### config.mk
export PLATFORM = sky130hd
export DESIGN_NAME = triangle_fifo
export DESIGN_NICKNAME = d
export VERILOG_FILES = /design/src/include/geom_macros.svh /design/src/source/triangle_fifo.sv
export SDC_FILE = /design/constraint.sdc
export NUM_CORES = 1
export LEC_CHECK = 0
export ABC_AREA = 0
export BUFFER_PORTS_ARGS = -buffer_cell sky130_fd_sc_hd__buf_2
export CORE_MARGIN = 3
export CORE_UTILIZATION = 50
export DETAILED_ROUTE_END_ITERATION = 8
export PLACE_DENSITY = 0.71
export SETUP_SLACK_MARGIN = 0.05
export SYNTH_ARGS = -nofsm -noshare
export SYNTH_HDL_FRONTEND = slang
export SYNTH_SLANG_ARGS = --single-unit
export TNS_END_PERCENT = 30
### constraint.sdc
create_clock -name clk -period 3.3 [get_ports clk]
set_input_delay 0.66 -clock clk [delete_from_list [all_inputs] [get_ports clk]]
set_output_delay 0.66 -clock clk [all_outputs]
set_load 0.05 [all_outputs]
### src/include/geom_macros.svh
`ifndef GEOM_MACROS_SVH
`define GEOM_MACROS_SVH

// Fixed-point format is Q16.16
`define GEOM_FRAC_BITS 16

`define GEOM_FOCAL 256      // Focal length in whole units
`define GEOM_NEAR 1         // Near plane z in whole units
`define GEOM_FIFO_DEPTH 4   // Triangles per buffer

`endif
### src/source/triangle_fifo.sv
`timescale 1ns/1ps

// Circular buffer with valid/ready on both sides
module triangle_fifo #(
    parameter type payload_t = logic [31:0],
    parameter int  DEPTH     = 4
) (
    input  logic     clk,
    input  logic     rst,
    input  payload_t in_data,
    input  logic     in_valid,
    output logic     in_ready,
    output payload_t out_data,
    output logic     out_valid,
    input  logic     out_ready
);

    localparam int PTR_W = $clog2(DEPTH);
    localparam int CNT_W = $clog2(DEPTH + 1);

    payload_t           mem [DEPTH];
    logic [PTR_W-1:0]   wr_ptr;
    logic [PTR_W-1:0]   rd_ptr;
    logic [CNT_W-1:0]   count;
    logic               wr_en;
    logic               rd_en;

    assign in_ready  = (count != CNT_W'(DEPTH));
    assign out_valid = (count != '0);
    assign out_data  = mem[rd_ptr];   // Head of the queue
    assign wr_en     = in_valid & in_ready;
    assign rd_en     = out_valid & out_ready;

    always_ff @(posedge clk) begin
        if (rst) begin
            wr_ptr <= '0;
            rd_ptr <= '0;
            count  <= '0;
        end else begin
            if (wr_en)
                wr_ptr <= (wr_ptr == PTR_W'(DEPTH - 1)) ? '0 : wr_ptr + 1'b1;
            if (rd_en)
                rd_ptr <= (rd_ptr == PTR_W'(DEPTH - 1)) ? '0 : rd_ptr + 1'b1;
            if (wr_en && !rd_en)
                count <= count + 1'b1;
            else if (rd_en && !wr_en)
                count <= count - 1'b1;
        end
    end

    always_ff @(posedge clk) begin
        if (wr_en)
            mem[wr_ptr] <= in_data;
    end

endmodule

Word level (Yosys, flattened, before mapping). Memory sizes are Yosys's and may differ from the RTL's. A register that Yosys moved wholly into a read port is not among the register bits. Cells that the tools add are included.

Flip-flop bits (word level): 7. Bits in writable memories: 128. Bits of input ports: 36. Output and inout bits: 34. Word-level logic and storage cells: 27. Memories: 1.

Memories: mem (words 4, width 32, rd ports 1, clocked after memory_dff 1, wr ports 1, RTL line triangle_fifo.sv:21) `payload_t mem [DEPTH];`.

Add/sub/neg operators: 4. Equality and inequality tests: 3. Multiplexer cells: 8. Bitwise logic cells: 2. Reductions and logical operators: 6.

Operators with widths (number): 2-bit two-way mux (4); 3-bit two-way mux (2); 2-bit by 1-bit adder with 2-bit output (second input constant) (2); 2-bit equality test (second input constant) (2); 3-bit by 1-bit adder with 3-bit output (second input constant) (1); 3-bit inequality test (second input constant) (1); 3-bit nonzero test (1); 3-bit by 1-bit subtractor with 3-bit output (second input constant) (1); 1-bit bitwise AND (2); 1-bit logical AND (2); 1-bit zero test (2); 1-bit two-way mux (2); 2-bit nonzero test (1).

Logic depth before layout (Yosys ltp).
Word-level depth: 6. Gate-level depth with buffers: 9. Gate-level depth less buffers: 8.

Worst setup path after synthesis. Ideal clock, no wire load.

Kind: flip-flop to flip-flop. From: reg count[0]. To: reg count[2]. Library setup time: 70 ps. Data arrival time: 2314 ps. Required time: 3230 ps. Path slack: 916 ps. Cell stages (with the launch flop): 10. Path buffers: 1. Period minus slack after synthesis: 2384 ps. Cell sequence: dfxtp_1 > or3b_1 > clkbuf_2 > and2_4 > ha_1 > inv_1 > fa_1 > xor2_1 > or3_2 > a21oi_1.

Word-level cells in the longest chain between the ends: 5. Elaborated cells between the ends (all ways): 13. Classes of those cells: 2 x add/sub; 1 x eq/ne; 2 x mux; 2 x bitwise; 6 x reduce/logical.

Ends and longest elaborated chain: start, declared (RTL line triangle_fifo.sv:24) `logic [CNT_W-1:0] count;`; start signal, assigned (RTL line triangle_fifo.sv:45) `count <= count + 1'b1;`; start signal, assigned (RTL line triangle_fifo.sv:47) `count <= count - 1'b1;`; 3-bit inequality test * (RTL line triangle_fifo.sv:28) `assign in_ready = (count != CNT_W'(DEPTH));`; net in_ready (RTL line triangle_fifo.sv:12) `output logic in_ready,`; 1-bit bitwise AND * (RTL line triangle_fifo.sv:31) `assign wr_en = in_valid & in_ready;`; net wr_en (RTL line triangle_fifo.sv:25) `logic wr_en;`; 1-bit zero test (RTL line triangle_fifo.sv:46) `else if (rd_en && !wr_en)`; 1-bit logical AND (RTL line triangle_fifo.sv:46); 2-bit nonzero test (no line).

Mark *: on every way through the listed nets, which the timed path passes. The rest lies on a longest branch. The select of a mux whose other input is x is not followed. A chain may end at the register's enable or synchronous reset.

==> impl_metrics.json <==
{
  "io_pins": 70,
  "drc_errors": 0,
  "max_slew_margin_pct": 41.5,
  "die_height_um": 107,
  "synthCells": 215,
  "critical_path_class": "reg2out",
  "cts_tree": "built",
  "nFillCells": 712,
  "final_cell_mix": "edfxtp_1, buf_2, mux4_2",
  "cts_hold_buf": 0,
  "synth_seq_cells": 137,
  "postSynthAreaPerCell_um2": 23.6,
  "synth_fp_nets": 258,
  "synth-compound-area-share_pct": 0.689,
  "cp_data_required_time_ns": 2.64,
  "cp-end-kind": "output port",
  "drt_iter0_markers": 107,
  "cp-endpoint": "out_data[13]",
  "netlist_area_um2": 5080,
  "reg2reg_slack_ns": 0.96,
  "layout.cells.non_filler": 441,
  "core_um2": 9820,
  "via_per_inst": 5.32,
  "detail-route-antenna-nets": 0,
  "final_common_cell": "edfxtp_1",
  "power_density_nw_per_um2": 875,
  "final.setup.tns_ns": 0,
  "synthDistinctLibCells": 27,
  "cts_root_buf": "clkbuf_8",
  "p_total_mw": 5.36,
  "clock_skew_ns": 0.0139,
  "cp.depth": 3,
  "drt_pass1_iterations": 4,
  "hold_violations": 0,
  "fp-row-count": 36,
  "cp_top_family": "buffers and inverters",
  "worstRegToRegCells": 7,
  "cp.arrival_ns": 2.09,
  "reg2reg_from": "count[0]",
  "regArea_um2": 4030,
  "yosysSeqAreaShare_pct": 79.2,
  "track_usage_pct": 15.9,
  "wire_per_inst_um": 18.9,
  "die-area_um2": 11400,
  "synth_top_family_by_area": "multiplexers",
  "cts_resized": 0,
  "ir_worst_vdd_mv": 0.313,
  "period_minus_slack_ns": 2.75,
  "multi_input_area_um2": 1000,
  "cts_max_level": 4,
  "final_max_slew_viol_count": 0,
  "crit_slowest_cell": "mux4_2",
  "dpl.hpwl_mm": 4.93,
  "grt_remaining_overflow": 0,
  "fin_crit_sh_pct": 83.2,
  "final_nets": 340,
  "clock_latency_ns": 0.51,
  "setup_viol": 0,
  "cts_buffer_depth": 2,
  "worst-path-max-fanout": 11,
  "status": "completed",
  "max_freq_ghz": 0.364,
  "die_w_um": 107,
  "diodes": 0,
  "antenna_found_initial": 1,
  "clock-sinks": 137,
  "numCtsBuffers": 17,
  "synth-adder-area-share_pct": 1.87,
  "synth_top_area_cell": "edfxtp_1",
  "grt_max_degree": 33,
  "leakage_nw": 2.12,
  "synth_area_leaders": "edfxtp_1, mux4_2, dfxtp_1",
  "final_layout_size_suffix_gt1_share_pct": 46.4,
  "yosysWarnings": 0,
  "first_global_vias": 2487,
  "clk_pin_slew_ns": 0.06,
  "synthSimpleGateAreaFrac_pct": 2.09,
  "place.gp.congestion": 0.687,
  "initial_core_util_pct": 51.8,
  "grt_pass1_wl_mm": 13.1,
  "wl_mm": 8.34,
  "slowest_delay_ns": 0.54,
  "rsz0062_at_grt": "no",
  "maxCapViolations": 0,
  "post_cts_buffers": 0,
  "io_buffers": 69,
  "worst_pin_slew_ns": 0.878,
  "min_path_type": "in2reg",
  "synth_xor_area_share_pct": 0.345,
  "dr_total_vias": 2347,
  "reg2reg_to": "count[2]",
  "area_delta_synth_final_pct": 20.5,
  "crit_path_start_kind": "register",
  "dp_cells": 411,
  "yosysTopAreaCellShare_pct": 75.6,
  "synthMuxAreaShare_pct": 14.8,
  "path_buf_inv": 2,
  "crit_chain": "buf_4 -> mux4_2 -> buf_2"
}
[cell usage after synthesis]
master      n
a21oi_1     2
and2_4      1
and3_2      4
buf_1       3
buf_2       3
buf_4       1
clkbuf_1    1
clkbuf_2    1
dfxtp_1     9
edfxtp_1  128
fa_1        1
ha_1        6
inv_1       3
mux2i_1     3
mux4_2     32
nand2_1     1
nand2b_1    2
nand3_1     1
nor2_1      3
nor3_1      1
o21ai_0     1
o31ai_1     1
o31ai_2     1
or3_1       1
or3_2       2
or3b_1      1
xor2_1      2
[cell families (layout without fill, tap and decap cells)]
kind of cell | Yosys count | count (layout)
fa+ha+maj | 7 | 7
mux | 35 | 35
buf+inv | 12 | 105
flops | 137 | 137
compound gates | 5 | 5
simple gates | 17 | 17
xor+xnor | 2 | 2
[worst reg2reg max path: stages, from the launching register on]
cell and delay, ns:
dfxtp_1 0.36, o31ai_1 0.49, ha_1 0.28, inv_1 0.06
fa_1 0.37, xor2_1 0.17, or3_2 0.40, a21oi_1 0.14
[sequential cells by signal, summed over array words and instances, names as in the netlist, named ones only]
signal,flops
mem,128
count,3
rd_ptr,2
wr_ptr,2
[layout make-up]
cell class,instances,share of cell area (%)
multi-input combinational,66,16.4
clock inverter,13,2.17
inverter,3,0.184
timing repair buffer,72,6.01
clock buffer,17,6.76
tap,133,2.72
sequential,137,65.8
[metal layers]
| layer | wire [µm] | global-route usage [%] | share of wire (%) |
|---|---|---|---|
| met5 | 13 | 0 | 0.16 |
| met4 | 163 | 7.40 | 2.0 |
| met3 | 425 | 4.64 | 5.1 |
| met2 | 4110 | 24.5 | 49 |
| met1 | 3630 | 21.2 | 44 |
[through the flow]
stage	area (µm²)	util (%)	hold slack [ns]	setup WS (ns)
2_1_floorplan	5080	-	0.463	0.916
3_3_place_gp	5580	56.8	0.486	0.940
4_1_cts	6120	62.4	0.343	0.484
6_report	6120	62.4	0.354	0.554
3_5_place_dp	5580	56.8	0.498	0.899
5_1_grt	6120	62.4	0.346	0.433
[where the power goes]
group | switching, mW | internal, mW | leakage, nW
sequential | 0.105 | 2.12 | 1.25
combinational | 0.961 | 0.452 | 0.606
clock | 0.668 | 1.06 | 0.263
[worst min-delay path by stage]
stage,startpoint,to,depth (start not counted)
floorplan,rd_ptr[0],register,2
global placement,rd_ptr[0],register,2
detailed placement,rd_ptr[0],register,2
CTS,in_data[16],mem[1][16],1
global route,in_data[3],mem[0][3],1
finish,in_data[15],mem[0][15],1
No activity file was read; power rests on OpenSTA's default activity.
