### src/include/geom_macros.svh
`ifndef GEOM_MACROS_SVH
`define GEOM_MACROS_SVH

// Fixed-point format is Q16.16
`define GEOM_FRAC_BITS 16

`define GEOM_FOCAL 256      // Focal length in whole units
`define GEOM_NEAR 1         // Near plane z in whole units
`define GEOM_FIFO_DEPTH 4   // Triangles per buffer

`endif
### src/source/geom_pkg.sv
package geom_pkg;

    // Signed Q16.16 fixed point
    typedef logic signed [31:0] q16_16_t;

    typedef logic [23:0] color_t;  // 8 bits per channel, RGB

    typedef struct packed {
        q16_16_t x;
        q16_16_t y;
        q16_16_t z;
    } vec3_t;

    typedef struct packed {
        vec3_t  pos;
        color_t color;
    } vertex_t;

    typedef struct packed {
        vertex_t v0;
        vertex_t v1;
        vertex_t v2;
    } triangle_t;

    // Camera pose, rotation given as per-axis sine and cosine
    typedef struct packed {
        vec3_t pos;
        vec3_t rot_sin;
        vec3_t rot_cos;
    } transform_t;

    typedef struct packed {
        q16_16_t sx;
        q16_16_t sy;
        q16_16_t depth;    // Camera-space z
        color_t  color;
    } screen_vertex_t;

    typedef struct packed {
        screen_vertex_t s0;
        screen_vertex_t s1;
        screen_vertex_t s2;
    } screen_triangle_t;

endpackage

### src/source/perspective_projector.sv
`timescale 1ns/1ps
`include "geom_macros.svh"

// Near-plane rejection and perspective divide, one quotient bit per cycle
module perspective_projector
    import geom_pkg::*;
(
    input  logic             clk,
    input  logic             rst,
    input  triangle_t        in_triangle,
    input  logic             in_valid,
    output logic             in_ready,
    output screen_triangle_t out_triangle,
    output logic             out_valid,
    input  logic             out_ready,
    output logic [15:0]      cull_count
);

    localparam int      NUM_W  = 64;
    localparam int      CNT_W  = $clog2(NUM_W);
    localparam q16_16_t NEAR_Q = q16_16_t'(`GEOM_NEAR * (1 << `GEOM_FRAC_BITS));

    typedef enum logic [2:0] {S_IDLE, S_CHECK, S_SETUP, S_DIV, S_OUT} state_t;

    state_t             state;
    triangle_t          tri_q;
    logic [2:0]         div_idx;    // Coordinate being divided, v0.x through v2.y
    logic [CNT_W-1:0]   bit_cnt;
    logic [NUM_W-1:0]   num;
    logic [NUM_W-1:0]   quo;
    logic [31:0]        den;
    logic [31:0]        rem;
    logic               neg;

    q16_16_t            sel_coord;
    q16_16_t            sel_z;
    logic [31:0]        abs_coord;
    logic               near_fail;
    logic [32:0]        rem_shift;
    logic [32:0]        rem_diff;
    logic               rem_ge;
    logic [NUM_W-1:0]   quo_next;
    q16_16_t            result;
    logic               last_bit;

    always_comb begin
        case (div_idx)
            3'd0: begin sel_coord = tri_q.v0.pos.x; sel_z = tri_q.v0.pos.z; end
            3'd1: begin sel_coord = tri_q.v0.pos.y; sel_z = tri_q.v0.pos.z; end
            3'd2: begin sel_coord = tri_q.v1.pos.x; sel_z = tri_q.v1.pos.z; end
            3'd3: begin sel_coord = tri_q.v1.pos.y; sel_z = tri_q.v1.pos.z; end
            3'd4: begin sel_coord = tri_q.v2.pos.x; sel_z = tri_q.v2.pos.z; end
            default: begin sel_coord = tri_q.v2.pos.y; sel_z = tri_q.v2.pos.z; end
        endcase
        abs_coord = sel_coord[31] ? -sel_coord : sel_coord;

        near_fail = (tri_q.v0.pos.z < NEAR_Q) || (tri_q.v1.pos.z < NEAR_Q) ||
                    (tri_q.v2.pos.z < NEAR_Q);

        // Restoring step
        rem_shift = {rem, num[NUM_W-1]};
        rem_diff  = rem_shift - {1'b0, den};
        rem_ge    = (rem_shift >= {1'b0, den});
        quo_next  = {quo[NUM_W-2:0], rem_ge};
        result    = neg ? -q16_16_t'(quo_next[31:0]) : q16_16_t'(quo_next[31:0]);
        last_bit  = (bit_cnt == CNT_W'(NUM_W - 1));
    end

    assign in_ready  = (state == S_IDLE);
    assign out_valid = (state == S_OUT);

    always_ff @(posedge clk) begin
        if (rst) begin
            state      <= S_IDLE;
            div_idx    <= 3'd0;
            bit_cnt    <= '0;
            cull_count <= 16'd0;
        end else begin
            case (state)
                S_IDLE:
                    if (in_valid)
                        state <= S_CHECK;
                S_CHECK:
                    if (near_fail) begin
                        cull_count <= cull_count + 16'd1;   // Dropped whole
                        state      <= S_IDLE;
                    end else begin
                        div_idx <= 3'd0;
                        state   <= S_SETUP;
                    end
                S_SETUP: begin
                    bit_cnt <= '0;
                    state   <= S_DIV;
                end
                S_DIV:
                    if (last_bit) begin
                        if (div_idx == 3'd5) begin
                            state <= S_OUT;
                        end else begin
                            div_idx <= div_idx + 3'd1;
                            state   <= S_SETUP;
                        end
                    end else begin
                        bit_cnt <= bit_cnt + 1'b1;
                    end
                S_OUT:
                    if (out_ready)
                        state <= S_IDLE;
                default: state <= S_IDLE;
            endcase
        end
    end

    always_ff @(posedge clk) begin
        if (state == S_IDLE && in_valid)
            tri_q <= in_triangle;

        if (state == S_CHECK) begin
            out_triangle.s0.depth <= tri_q.v0.pos.z;
            out_triangle.s0.color <= tri_q.v0.color;
            out_triangle.s1.depth <= tri_q.v1.pos.z;
            out_triangle.s1.color <= tri_q.v1.color;
            out_triangle.s2.depth <= tri_q.v2.pos.z;
            out_triangle.s2.color <= tri_q.v2.color;
        end

        // Numerator is |coord| * focal, scaled up so the quotient stays Q16.16
        if (state == S_SETUP) begin
            num <= ({32'd0, abs_coord} * NUM_W'(`GEOM_FOCAL)) << `GEOM_FRAC_BITS;
            den <= sel_z;           // Positive after the near-plane test
            rem <= 32'd0;
            quo <= '0;
            neg <= sel_coord[31];
        end

        if (state == S_DIV) begin
            rem <= rem_ge ? rem_diff[31:0] : rem_shift[31:0];
            num <= num << 1;
            quo <= quo_next;
            if (last_bit) begin
                case (div_idx)
                    3'd0:    out_triangle.s0.sx <= result;
                    3'd1:    out_triangle.s0.sy <= result;
                    3'd2:    out_triangle.s1.sx <= result;
                    3'd3:    out_triangle.s1.sy <= result;
                    3'd4:    out_triangle.s2.sx <= result;
                    default: out_triangle.s2.sy <= result;
                endcase
            end
        end
    end

endmodule

### config.mk
export PLATFORM = sky130hd
export DESIGN_NAME = perspective_projector
export DESIGN_NICKNAME = d
export VERILOG_FILES = /design/src/source/geom_pkg.sv /design/src/source/perspective_projector.sv
export VERILOG_INCLUDE_DIRS = /design/src /design/src/include
export SDC_FILE = /design/constraint.sdc
export NUM_CORES = 1
export LEC_CHECK = 0
export BUFFER_PORTS_ARGS = -buffer_cell sky130_fd_sc_hd__buf_2
export CORE_AREA = 2 2 290 292
export DETAILED_ROUTE_END_ITERATION = 16
export DIE_AREA = 0 0 292 294
export SLEW_MARGIN = 20
export SYNTH_ARGS = -nofsm -noshare
export SYNTH_HDL_FRONTEND = slang
export SYNTH_SLANG_ARGS = --single-unit
### constraint.sdc
create_clock -name clk -period 18.17 [get_ports clk]
set_clock_uncertainty 0.15 [all_clocks]
set_input_delay 3.634 -clock clk [delete_from_list [all_inputs] [get_ports clk]]
set_output_delay 3.634 -clock clk [all_outputs]
set_load 0.005 [all_outputs]
# Word-level counts from Yosys, hierarchy flattened
# Index checks and enable logic that the tools add are counted.
dict set report totals {
  regBits 884
  wordCells 104
}
dict set report op_classes {
  reduce_logical 20
  addsub 6
  bitwise_logic 1
  n_eq_ne 16
  muxes 23
  n_lt_le_gt_ge 4
}
# operator n
set op_table {}
lappend op_table {{32-bit 2-to-1 mux} 5}
lappend op_table {{32-bit one-hot mux with 5 select lines} 1}
lappend op_table {{64-bit 2-to-1 mux} 2}
lappend op_table {{32-bit by 18-bit less-than comparator with 1-bit output (second input constant)} 3}
lappend op_table {{32-bit negation} 2}
lappend op_table {{32-bit one-hot mux with 2 select lines} 1}
lappend op_table {{31-bit 2-to-1 mux} 2}
lappend op_table {{33-bit by 32-bit greater-or-equal comparator with 1-bit output} 1}
lappend op_table {{32-bit subtractor} 1}
lappend op_table {{3-bit 2-to-1 mux} 7}
lappend op_table {{3-bit AND reduction} 7}
lappend op_table {{16-bit by 1-bit adder with 16-bit output (second input constant)} 1}
lappend op_table {{3-bit one-hot mux with 5 select lines} 1}
lappend op_table {{3-bit by 2-bit == test with 1-bit output (second input constant)} 4}
lappend op_table {{6-bit one-hot mux with 2 select lines} 1}
lappend op_table {{2-bit inequality test (second input constant)} 5}
lappend op_table {{3-bit == test (second input constant)} 3}
lappend op_table {{6-bit by 1-bit adder with 6-bit output (second input constant)} 1}
lappend op_table {{3-bit by 1-bit == test with 1-bit output (second input constant)} 2}
lappend op_table {{6-bit == test (second input constant)} 1}
lappend op_table {{3-bit logical NOT} 2}
lappend op_table {{6-bit 2-to-1 mux} 1}
lappend op_table {{3-bit one-hot mux with 2 select lines} 1}
lappend op_table {{5-bit OR reduction} 1}
lappend op_table {{10 further kinds} 14}

# Depth between registers and ports, before layout
# Gate-level depths: netlist of run 1.
dict set report logic_depth {
  word_depth 6
  ltp_mapped 20
  ltp_nobuf 17
}

# Worst setup path after synthesis of run 1
# OpenSTA, ideal clock, no wires.
dict set report synth_path {
  path_kind {input port to flip-flop}
  start {input port in_valid}
  end {register tri_q[0] in the netlist's numbering, enable pin}
  arrival_time_ps 11738
  stages 1
  setup_slack_ps 5515
  path_buffers 0
  cell_sequence {and2_1}
}
dict set report synth_via {
  elab_chain_cells 1
}
# item line_no
set synth_lines {}
lappend synth_lines {{start, declared} perspective_projector.sv:11} ;# input logic in_valid,
lappend synth_lines {{1-bit logical AND} perspective_projector.sv:115} ;# if (state == S_IDLE && in_valid)
lappend synth_lines {{end signal, assigned} perspective_projector.sv:116} ;# tri_q <= in_triangle;
lappend synth_lines {{end, declared} perspective_projector.sv:26} ;# triangle_t tri_q;
# Every way passes these cells.
# A chain may end at the register's enable or synchronous reset.

# Final worst setup path of run 1
dict set report layout_path {
  start {input port in_valid}
  end {register tri_q[20] in the netlist's numbering, enable pin}
}
# The elaborated chain is that of the path after synthesis.

==> flow_summary.toml, run 1 <==
[pwr]
leakagePower_uw = 0.0157
powerDensity_nw_per_um2 = 107
ir_drop_uv = 89.9
p_sw_uw = 950
p_int_uw = 3520
pwr-share-comb_pct = 4.2
sw_frac_of_total_pct = 21.3
pwr-share-clk_pct = 42.8
pwr-share-seq_pct = 53.0

[global_route]
grt_max_degree = 170
grt_use_total_pct = 20.2
first_global_vias = 20600
grt_pass1_wl_um = 130000
grt_antenna_before_repair = 33
grt_overflow = 0

[finish]
final_area_um2 = 41600
nNetsFinal = 3231
layout_common_cells = "edfxtp_1, buf_2, nand2_1, clkbuf_16, nor2_1"
layout_commonest_cell = "edfxtp_1"
layout-drive-gt1-share_pct = 32.8
area_growth_pct = 24.2

[critical_path]
critPathArrivalTime_ns = 6.07
endpoint_kind = "flop"
critPathKind = "primary input to flop"
setup.worst_path.start_class = "primary input"
rr_worst_depth = 16
rr_endpoint = "out_triangle[358]$_DFFE_PP_"
critPathMaxFanout = 87
worst_ep_required_time_ns = 18.28
r2r_slack_ns = 12.54
reg2reg_from = "rem[19]$_SDFFCE_PN0P_"

[floorplan]
die_w_um = 292
rows = 106
io_pins = 742
start_util_pct = 40.4
fp.dieH_um = 294
core_um2 = 82900
die_area_um2 = 85800

[synth]
synth_fa_ha_area_share_pct = 1.59
ys_types = 74
yosys_warnings = 0
yosysTopAreaCell = "edfxtp_1"
synth-edff-count = 856
synth_compound_area_share_pct = 8.04
synth_xor_area_share_pct = 2.48
synthesis.nets = 2459
ys_ff_latch = 884
synth_top_cells_by_area = "edfxtp_1, nand2_1, dfxtp_1, ha_1, xnor2_1"
synth_flop_cell = "edfxtp_1"
synth_async_sr_flop_share_pct = 0
synth_area_um2 = 33500
ys_seq_area_share_pct = 78.4
yosys.area_share.simple_pct = 7.49
synthMuxAreaShare_pct = 0.239
synth_top_family_by_area = "compound AO/OA/AOI/OAI gates"
syn_inst = 2053
syn_avg_cell_area_um2 = 16.3
yosysTopAreaCellShare_pct = 76.7

[detailed_routing]
first_iter_violations = 1727
ant_nets = 0
routedWlPerCell_um = 22.5
vias_per_cell = 5.20
drc = 0
finalWirelength_um = 89900
vias = 20800
drt_pass1_iterations = 6

[timing]
fin_crit_ns = 5.96
fin_crit_sh_pct = 32.8
setup_tns_ns = 0
rsz0062_at_grt = "no"
finalMaxSlewViolations = 0
setup-violations-final = 0
hold_viol = 0
fmax_mhz = 168
worst_slew_pin_slew_ns = 1.11
max_slew_margin_pct = 26.0

[hold_path]
hold_path_depth = 0
hold_end = "out_triangle[139]$_DFFE_PP_"
hp-class = "flop to flop"
hold_start = "tri_q[139]$_DFFE_PP_"

[cts]
cts_resized = 0
clk_pin_slew_ns = 0.06
cts-root-buf = "clkbuf_16"
cts_buffer_depth = 3
cts_tree = "built"
clock_latency_ns = 0.65
postCtsSetupBuffers = 0
cts_buffers = 91
cts.htree.levels = 3
clock-sinks = 884
postCtsHoldBufs = 0

[outcome]
status = "finished, final reports clean"

[placed_design]
placed_area_um2 = 38500
place.port_buffers = 741
dp_hpwl_um = 63500
place.gp.congestion = 0.842

[job]
cap_violations = 0
==> per-stage QoR <==
stage	std cells	setup WS [ns]	total power, uW	hold WS (ns)	utilization, %
finish	3994	12.21	4470	0.265	50.2
global route	3991	12.01	4610	0.269	50.2
CTS	3980	12.29	4520	0.264	50.1
detailed placement	3812	11.59	2600	0.255	46.4
global placement	3812	11.67	2590	0.250	46.4
floorplan	2053	5.51	2510	0.250	-
==> power by group through the flow <==
stage,Sequential (uW),Combinational [uW],Clock [uW]
after floorplan,2430,84.5,0
after global placement,2410,185,0
after detailed placement,2410,189,0
after CTS,2370,190,1960
after global routing,2370,205,2030
final,2370,188,1910
==> sequential cells by signal, indices dropped and copies added, names as in the netlist, 3 cells and up <==
name and cells:
div_idx 3, bit_cnt 6, tri_q 360, rem 32, out_triangle 360, cull_count 16
den 32, state 3, num 40, quo 31
==> logic make-up (layout without fill, tap and decap cells) <==
kind of cell	count (synthesis)	count (layout)
flip-flops	884	884
multiplexers	8	8
adder cells (fa/ha/maj)	42	42
other	0	14
AO/OA/AOI/OAI	381	381
XOR/XNOR	95	95
buffers and inverters	143	990
AND/OR/NAND/NOR	500	500
==> layer usage <==
metal	routed length, um	GRT usage (%)	vias up	share of wire, %
met5	152	0	-	0.17
met4	2350	7.17	24	2.6
met3	7540	5.62	160	8.4
met2	43400	33.4	916	48
met1	36400	25.7	10100	41
li1	-	-	9544	-
==> cell usage after synthesis (4+ instances only) <==
cell type,count
nor4_1,12
or4_1,7
or2_2,5
nand2_1,180
o21ai_1,12
a21boi_0,4
xor2_1,38
and4_1,4
o22ai_1,34
a31oi_1,18
and3_1,73
nand3_1,29
o211ai_1,5
o31ai_1,19
xnor2_1,57
a211oi_1,9
o22ai_2,4
inv_1,54
a22oi_1,61
mux2i_1,8
ha_1,41
or3_1,11
a22o_1,8
o21a_1,6
clkbuf_1,66
buf_2,14
a222oi_1,7
a41oi_1,4
dfxtp_1,28
buf_1,4
o22ai_4,6
a21o_1,7
nor2_1,83
nor2b_1,6
a221oi_1,5
a221o_1,21
and2_1,12
o41ai_1,7
nor3_1,27
edfxtp_1,856
nand4_1,22
nand2b_1,12
a21oi_1,70
o21ai_0,51
==> critical path, cell delays in order <==
cell	delay, ns
buf_2	0.09
and2_4	0.47
buf_4	0.78
buf_4	0.96
==> layout make-up <==
class / instances / area [um^2]
inverter: 54 / 208
timing repair buffer: 768 / 3930
tap: 1080 / 1350
antenna: 14 / 35.0
fill: 7013 / 41300
clock buffer: 110 / 2370
sequential: 884 / 26300
multi-input combinational: 1026 / 6710
clock inverter: 58 / 726
==> worst max-delay path by stage <==
stage,start,end,slack (ns),depth (start not counted)
after floorplan,in_valid,tri_q[0]$_DFFE_PP_,5.51,1
after global placement,in_valid,tri_q[20]$_DFFE_PP_,11.67,4
after detailed placement,in_valid,tri_q[246]$_DFFE_PP_,11.59,4
after CTS,in_valid,tri_q[20]$_DFFE_PP_,12.29,4
after global routing,rem[19]$_SDFFCE_PN0P_,out_triangle[358]$_DFFE_PP_,12.01,16
final,in_valid,tri_q[20]$_DFFE_PP_,12.21,4
No activity file was read; power rests on OpenSTA's default activity.
==> run 2, diff against run 1 <==
--- a/config.mk
+++ b/config.mk
@@ -6,10 +6,12 @@
 export SDC_FILE = /design/constraint.sdc
 export NUM_CORES = 1
 export LEC_CHECK = 0
+export ABC_AREA = 1
 export BUFFER_PORTS_ARGS = -buffer_cell sky130_fd_sc_hd__buf_2
-export CORE_AREA = 2 2 290 292
+export CORE_AREA = 2 2 285 287
 export DETAILED_ROUTE_END_ITERATION = 16
-export DIE_AREA = 0 0 292 294
+export DIE_AREA = 0 0 287 289
+export PLACE_DENSITY = 0.68
 export SLEW_MARGIN = 20
 export SYNTH_ARGS = -nofsm -noshare
 export SYNTH_HDL_FRONTEND = slang
==> constraint.sdc (replaced) <==
create_clock -name clk -period 5.1 [get_ports clk]
set_clock_uncertainty 0.15 [all_clocks]
set_input_delay 1.02 -clock clk [delete_from_list [all_inputs] [get_ports clk]]
set_output_delay 1.02 -clock clk [all_outputs]
set_load 0.005 [all_outputs]
==> flow_summary.toml, run 2 <==
[critical_path]
cpLargestDelayFamily = "simple AND/OR/NAND/NOR gates"
crit_buf_inv = 2
endpoint_kind = "flop"
path_cells = "ha_1 -> a21oi_1 -> o21ai_0 -> a21oi_1 -> nand3_1 -> nand2_1 -> nand2_2 -> inv_1 -> ha_1 -> inv_1 -> nor2_1 -> nand4_1 -> nor2_1 -> a21oi_1 -> nor2_1 -> o21ai_0 -> xor2_1"
critPathMaxFanout = 6
critPathKind = "flop to flop"
critPathArrivalTime_ns = 4.56
crit_cells = 17
rr_worst_depth = 17
critPathMaxStageDelay_ns = 0.41
setup.worst_path.start_class = "flop"
worst_ep_required_time_ns = 5.36
crit_slowest_cell = "edfxtp_1"

[synth]
synth_most_common_cell = "edfxtp_1"
synth_fa_ha_area_share_pct = 1.55
yosys_warnings = 0
synth_top_family_by_area = "simple AND/OR/NAND/NOR gates"
syn_inst = 2593
yosysTopAreaCell = "edfxtp_1"
yosys.area_share.simple_pct = 13.1
synth_top_cells_by_area = "edfxtp_1, nand2_1, nand3_1, nor2_1, inv_1"
synth-edff-count = 856
ys_seq_area_share_pct = 76.3
synth_compound_area_share_pct = 3.83
yosysTopAreaCellShare_pct = 74.7
synth_flop_cell = "edfxtp_1"
synth_area_um2 = 34400
synth_xor_area_share_pct = 1.73
synthesis.nets = 2999
syn_avg_cell_area_um2 = 13.3
synth_async_sr_flop_share_pct = 0
ys_ff_latch = 884
synthMuxAreaShare_pct = 0
ys_top_cells_by_count = "edfxtp_1, nand2_1, nor2_1, inv_1, nand3_1"
ys_types = 46

[timing]
fin_crit_sh_pct = 84.2
worst_slew_pin_slew_ns = 1.18
rsz0062_at_grt = "no"
hold_viol = 0
max_slew_margin_pct = 21.1
setup-violations-final = 0
setup_slack_ns = 0.805
fin_crit_ns = 4.30
finalMaxSlewViolations = 0
fmax_mhz = 233

[finish]
finalNonFillerCells = 4539
area_growth_pct = 23.4
fill_cells = 6698
reg_top3 = "out_triangle (360), tri_q (360), num (40)"
layout-drive-gt1-share_pct = 28.0
layout_common_cells = "edfxtp_1, buf_2, nand2_1, nor2_1, inv_1"
final_area_um2 = 42500
layout_commonest_cell = "edfxtp_1"
nNetsFinal = 3795

[placed_design]
dp.cells = 4356
placed_area_um2 = 39500
dp_hpwl_um = 67000
place.gp.congestion = 0.894
place.port_buffers = 741
dp_slack_ns = 0.876

[floorplan]
start_util_pct = 43.1
io_pins = 742
core_um2 = 79900
die_area_um2 = 82900
fp.dieH_um = 289
die_w_um = 287
rows = 104

[cts]
cts_tree = "built"
cts_buffers = 91
cts_resized = 0
postCtsHoldBufs = 0
clock_latency_ns = 0.67
clk_pin_slew_ns = 0.06
cts_buffer_depth = 3
cts.htree.levels = 3
cts-root-buf = "clkbuf_16"
clock-sinks = 884
postCtsSetupBuffers = 0

[detailed_routing]
ant_nets = 0
vias_per_cell = 5.02
drc = 0
routedWlPerCell_um = 20.6
finalWirelength_um = 93700
drt_pass1_iterations = 6
vias = 22800
first_iter_violations = 1933

[outcome]
status = "finished, final reports clean"

[global_route]
grt-busiest-layer = "met2"
grt_pass1_wl_um = 136000
grt_use_total_pct = 21.9
grt_overflow = 0
grt_antenna_before_repair = 29
first_global_vias = 21900
met1_usage_pct = 28.9
grt_max_degree = 162
grtUsageMet2_pct = 36.1
grt_use_met3_pct = 4.65

[job]
cap_violations = 0

[hold_path]
hp-class = "flop to flop"
hold_path_depth = 0

[pwr]
leakagePower_uw = 0.0168
ir_drop_uv = 320
powerDensity_nw_per_um2 = 371
-- run 2: changes by cell type after synthesis, moves of 32 or more --
| cell | before | now |
|---|---|---|
| nand2_1 | 180 | 521 |
| nand3_1 | 29 | 195 |
| inv_1 | 54 | 217 |
| nor2_1 | 83 | 232 |
| and3_1 | 73 | 0 |
| a22oi_1 | 61 | 0 |
| clkbuf_1 | 66 | 30 |
| o21ai_0 | 51 | 85 |
| xnor2_1 | 57 | 24 |
| a21oi_1 | 70 | 102 |
-- run 2: final timing paths --
kind                            slack, ns                          end                   from
worst max-delay path                 0.80  out_triangle[114]$_DFFE_PP_  rem[15]$_SDFFCE_PN0P_
worst min-delay path                 0.27  out_triangle[140]$_DFFE_PP_   tri_q[140]$_DFFE_PP_
worst max register to register       0.80  out_triangle[114]$_DFFE_PP_  rem[15]$_SDFFCE_PN0P_
worst min register to register       0.27  out_triangle[140]$_DFFE_PP_   tri_q[140]$_DFFE_PP_
-- run 2: cells by family after synthesis --
| logic type | after synthesis |
|---|---|
| flip-flops | 884 |
| AND/OR/NAND/NOR | 1058 |
| AO/OA/AOI/OAI | 243 |
| buffers and inverters | 298 |
| XOR/XNOR | 68 |
| adder cells (fa/ha/maj) | 42 |
-- run 2: layout make-up --
type	count	area [um^2]	area share [%]
sequential	884	26300	61.9
multi-input combinational	1411	7040	16.6
timing repair buffer	770	3980	9.37
clock buffer	104	2350	5.53
tap	1060	1330	3.12
inverter	231	870	2.05
clock inverter	60	587	1.38
antenna	19	47.5	0.112
-- run 2: report_power, final --
part	total [uW]	switching, uW	internal [uW]	leakage [uW]
Clock	6500	2880	3620	0.00142
Combinational	764	501	263	0.00717
Sequential	8480	120	8360	0.00822
Total	15700	3500	12200	0.0168
-- run 2: routing by layer --
metal  up-vias  routed length, um
met4        22               2510
met2      1000              45500
met5         -                140
met3       165               7410
li1      10700                  -
met1     10900              38200
-- run 2: metrics by stage --
stage	hold slack, ns	power (uW)	TNS, ns	utilization [%]
after floorplan	0.250	9010	-3163.32	-
after global placement	0.250	9370	0	49.4
after detailed placement	0.255	9390	0	49.4
after CTS	0.267	15900	0	53.1
after global routing	0.269	16300	0	53.1
final	0.266	15700	0	53.1
==> run 3, diff against run 2 <==
--- a/config.mk
+++ b/config.mk
@@ -6,12 +6,11 @@
 export SDC_FILE = /design/constraint.sdc
 export NUM_CORES = 1
 export LEC_CHECK = 0
-export ABC_AREA = 1
+export ABC_AREA = 0
 export BUFFER_PORTS_ARGS = -buffer_cell sky130_fd_sc_hd__buf_2
-export CORE_AREA = 2 2 285 287
+export CORE_AREA = 2 2 292 294
 export DETAILED_ROUTE_END_ITERATION = 16
-export DIE_AREA = 0 0 287 289
-export PLACE_DENSITY = 0.68
+export DIE_AREA = 0 0 294 296
 export SLEW_MARGIN = 20
 export SYNTH_ARGS = -nofsm -noshare
 export SYNTH_HDL_FRONTEND = slang
==> constraint.sdc (replaced) <==
create_clock -name clk -period 4.11 [get_ports clk]
set_clock_uncertainty 0.15 [all_clocks]
set_input_delay 0.822 -clock clk [delete_from_list [all_inputs] [get_ports clk]]
set_output_delay 0.822 -clock clk [all_outputs]
set_load 0.005 [all_outputs]
==> flow_summary.toml, run 3 (synthesis gave the netlist of run 1 again) <==
[outcome]
status = "finished, final reports clean"

[timing]
finalMaxSlewViolations = 0
hold_viol = 0
fmax_mhz = 256
rsz0062_at_grt = "no"
worst_slew_pin_slew_ns = 1.04
fin_crit_sh_pct = 95.0
fin_crit_ns = 3.90
max_slew_margin_pct = 30.5
setup-violations-final = 0
whs_ns = 0.169

[detailed_routing]
routedWlPerCell_um = 22.7
vias_per_cell = 5.20
vias = 21100
ant_nets = 0
drt_pass1_iterations = 5
drc = 0
first_iter_violations = 1700
finalWirelength_um = 92200

[cts]
cts_tree = "built"
postCtsHoldBufs = 0
cts-root-buf = "clkbuf_16"
clock_latency_ns = 0.67
cts.htree.levels = 3
cts_buffers = 93
clock-sinks = 884
clk_pin_slew_ns = 0.06
cts_buffer_depth = 3

[global_route]
grt_pass1_wl_um = 132000
grt_max_degree = 95
grt_use_total_pct = 20.4
first_global_vias = 20900
grt_antenna_before_repair = 36
grt_overflow = 0

[placed_design]
dp.cells = 3856
place.gp.congestion = 0.857
placed_area_um2 = 38900
dp_hpwl_um = 66400
place.port_buffers = 741

[floorplan]
io_pins = 742
fp.dieH_um = 296
die_w_um = 294
core_um2 = 84200
rows = 107
start_util_pct = 39.8
die_area_um2 = 87000

[finish]
layout_common_cells = "edfxtp_1, buf_2, nand2_1, clkbuf_16, nor2_1"
finalNonFillerCells = 4055
reg_top3 = "out_triangle (360), tri_q (360), num (40)"
fin_util_pct = 50.2
nNetsFinal = 3271
area_growth_pct = 26.1
fill_cells = 7091
final_area_um2 = 42300
layout-drive-gt1-share_pct = 34.8
layout_commonest_cell = "edfxtp_1"

[critical_path]
reg2reg_from = "rem[7]$_SDFFCE_PN0P_"
worst_ep_required_time_ns = 4.31
critPathArrivalTime_ns = 4.10
critPathMaxFanout = 6
rr_endpoint = "out_triangle[118]$_DFFE_PP_"
setup.worst_path.start_class = "flop"
r2r_slack_ns = 0.21
critPathKind = "flop to flop"
rr_worst_depth = 16
endpoint_kind = "flop"

[pwr]
leakagePower_uw = 0.0159
powerDensity_nw_per_um2 = 470
ir_drop_uv = 404

[hold_path]
hold_path_depth = 1
hold_start = "in_triangle[195]"
hp-class = "primary input to flop"
hold_end = "tri_q[195]$_DFFE_PP_"

[job]
cap_violations = 0
## run 3: cell types whose count changed in the layout (fill, tap and decap cells not counted), moves of 35 or more
cell / delta
nand2_1: -342
nand3_1: -166
inv_1: -163
nor2_1: -146
and3_1: +70
a22oi_1: +61
o21ai_0: -37
a21oi_1: -35
## run 3: timing repair
action                     in CTS  in global routing
pin swaps                       0                  8
setup buffers                   0                  3
resized for setup               3                 19
setup endpoints to repair      12                 54
gates cloned                    0                  0
## run 3: metrics by stage
| stage | TNS (ns) | total power (uW) | setup WS, ns |
|---|---|---|---|
| 3_5_place_dp | 0 | 11500 | 0.0340 |
| 4_1_cts | 0 | 20100 | 0.0128 |
| 2_1_floorplan | -1.05 | 11000 | -0.269 |
| 6_report | 0 | 19900 | 0.207 |
| 5_1_grt | 0 | 20500 | 0.0115 |
| 3_3_place_gp | 0 | 11500 | 0.0725 |
## run 3: cell type report
cell class                 count  area [um^2]  share of cell area, %
sequential                   884        26300                   62.2
multi-input combinational   1026         6880                   16.3
timing repair buffer         806         4330                   10.2
clock buffer                 105         2370                   5.61
tap                         1090         1360                   3.23
clock inverter                68          787                   1.86
inverter                      54          208                  0.492
antenna                       22         55.1                  0.130
## run 3: worst max path at each step
stage	from	to	slack, ns	cells after the start
2_1_floorplan	state[0]$_SDFFE_PP0P_	cull_count[9]$_SDFFE_PP0P_	-0.27	9
3_3_place_gp	rem[19]$_SDFFCE_PN0P_	out_triangle[202]$_DFFE_PP_	0.07	16
3_5_place_dp	rem[19]$_SDFFCE_PN0P_	out_triangle[118]$_DFFE_PP_	0.03	16
4_1_cts	rem[6]$_SDFFCE_PN0P_	out_triangle[118]$_DFFE_PP_	0.01	16
5_1_grt	rem[25]$_SDFFCE_PN0P_	out_triangle[118]$_DFFE_PP_	0.01	16
6_report	rem[7]$_SDFFCE_PN0P_	out_triangle[118]$_DFFE_PP_	0.21	16
## run 3: where the power goes
part | switching, uW | internal (uW)
sequential | 147 | 10300
combinational | 537 | 339
clock | 3650 | 4870
## run 3: layer usage
| metal | GRT usage [%] | vias up | part of all wire, % |
|---|---|---|---|
| li1 | - | 9635 | - |
| met1 | 26.1 | 10300 | 40 |
| met2 | 33.0 | 951 | 48 |
| met3 | 5.64 | 174 | 8.2 |
| met4 | 8.18 | 26 | 3.0 |
| met5 | 0 | - | 0.19 |
## run 3: critical path, stage by stage, from the launching register on
cell	delay, ns
edfxtp_1	0.39
ha_1	0.33
and4_1	0.22
and3_1	0.21
a32oi_2	0.24
a211oi_4	0.12
o31ai_4	0.26
nand2_2	0.09
inv_2	0.09
ha_4	0.14
nand2_2	0.05
or2_4	0.26
nand2b_4	0.15
or2_2	0.33
nand3b_1	0.23
o21ai_2	0.21
xnor2_2	0.11
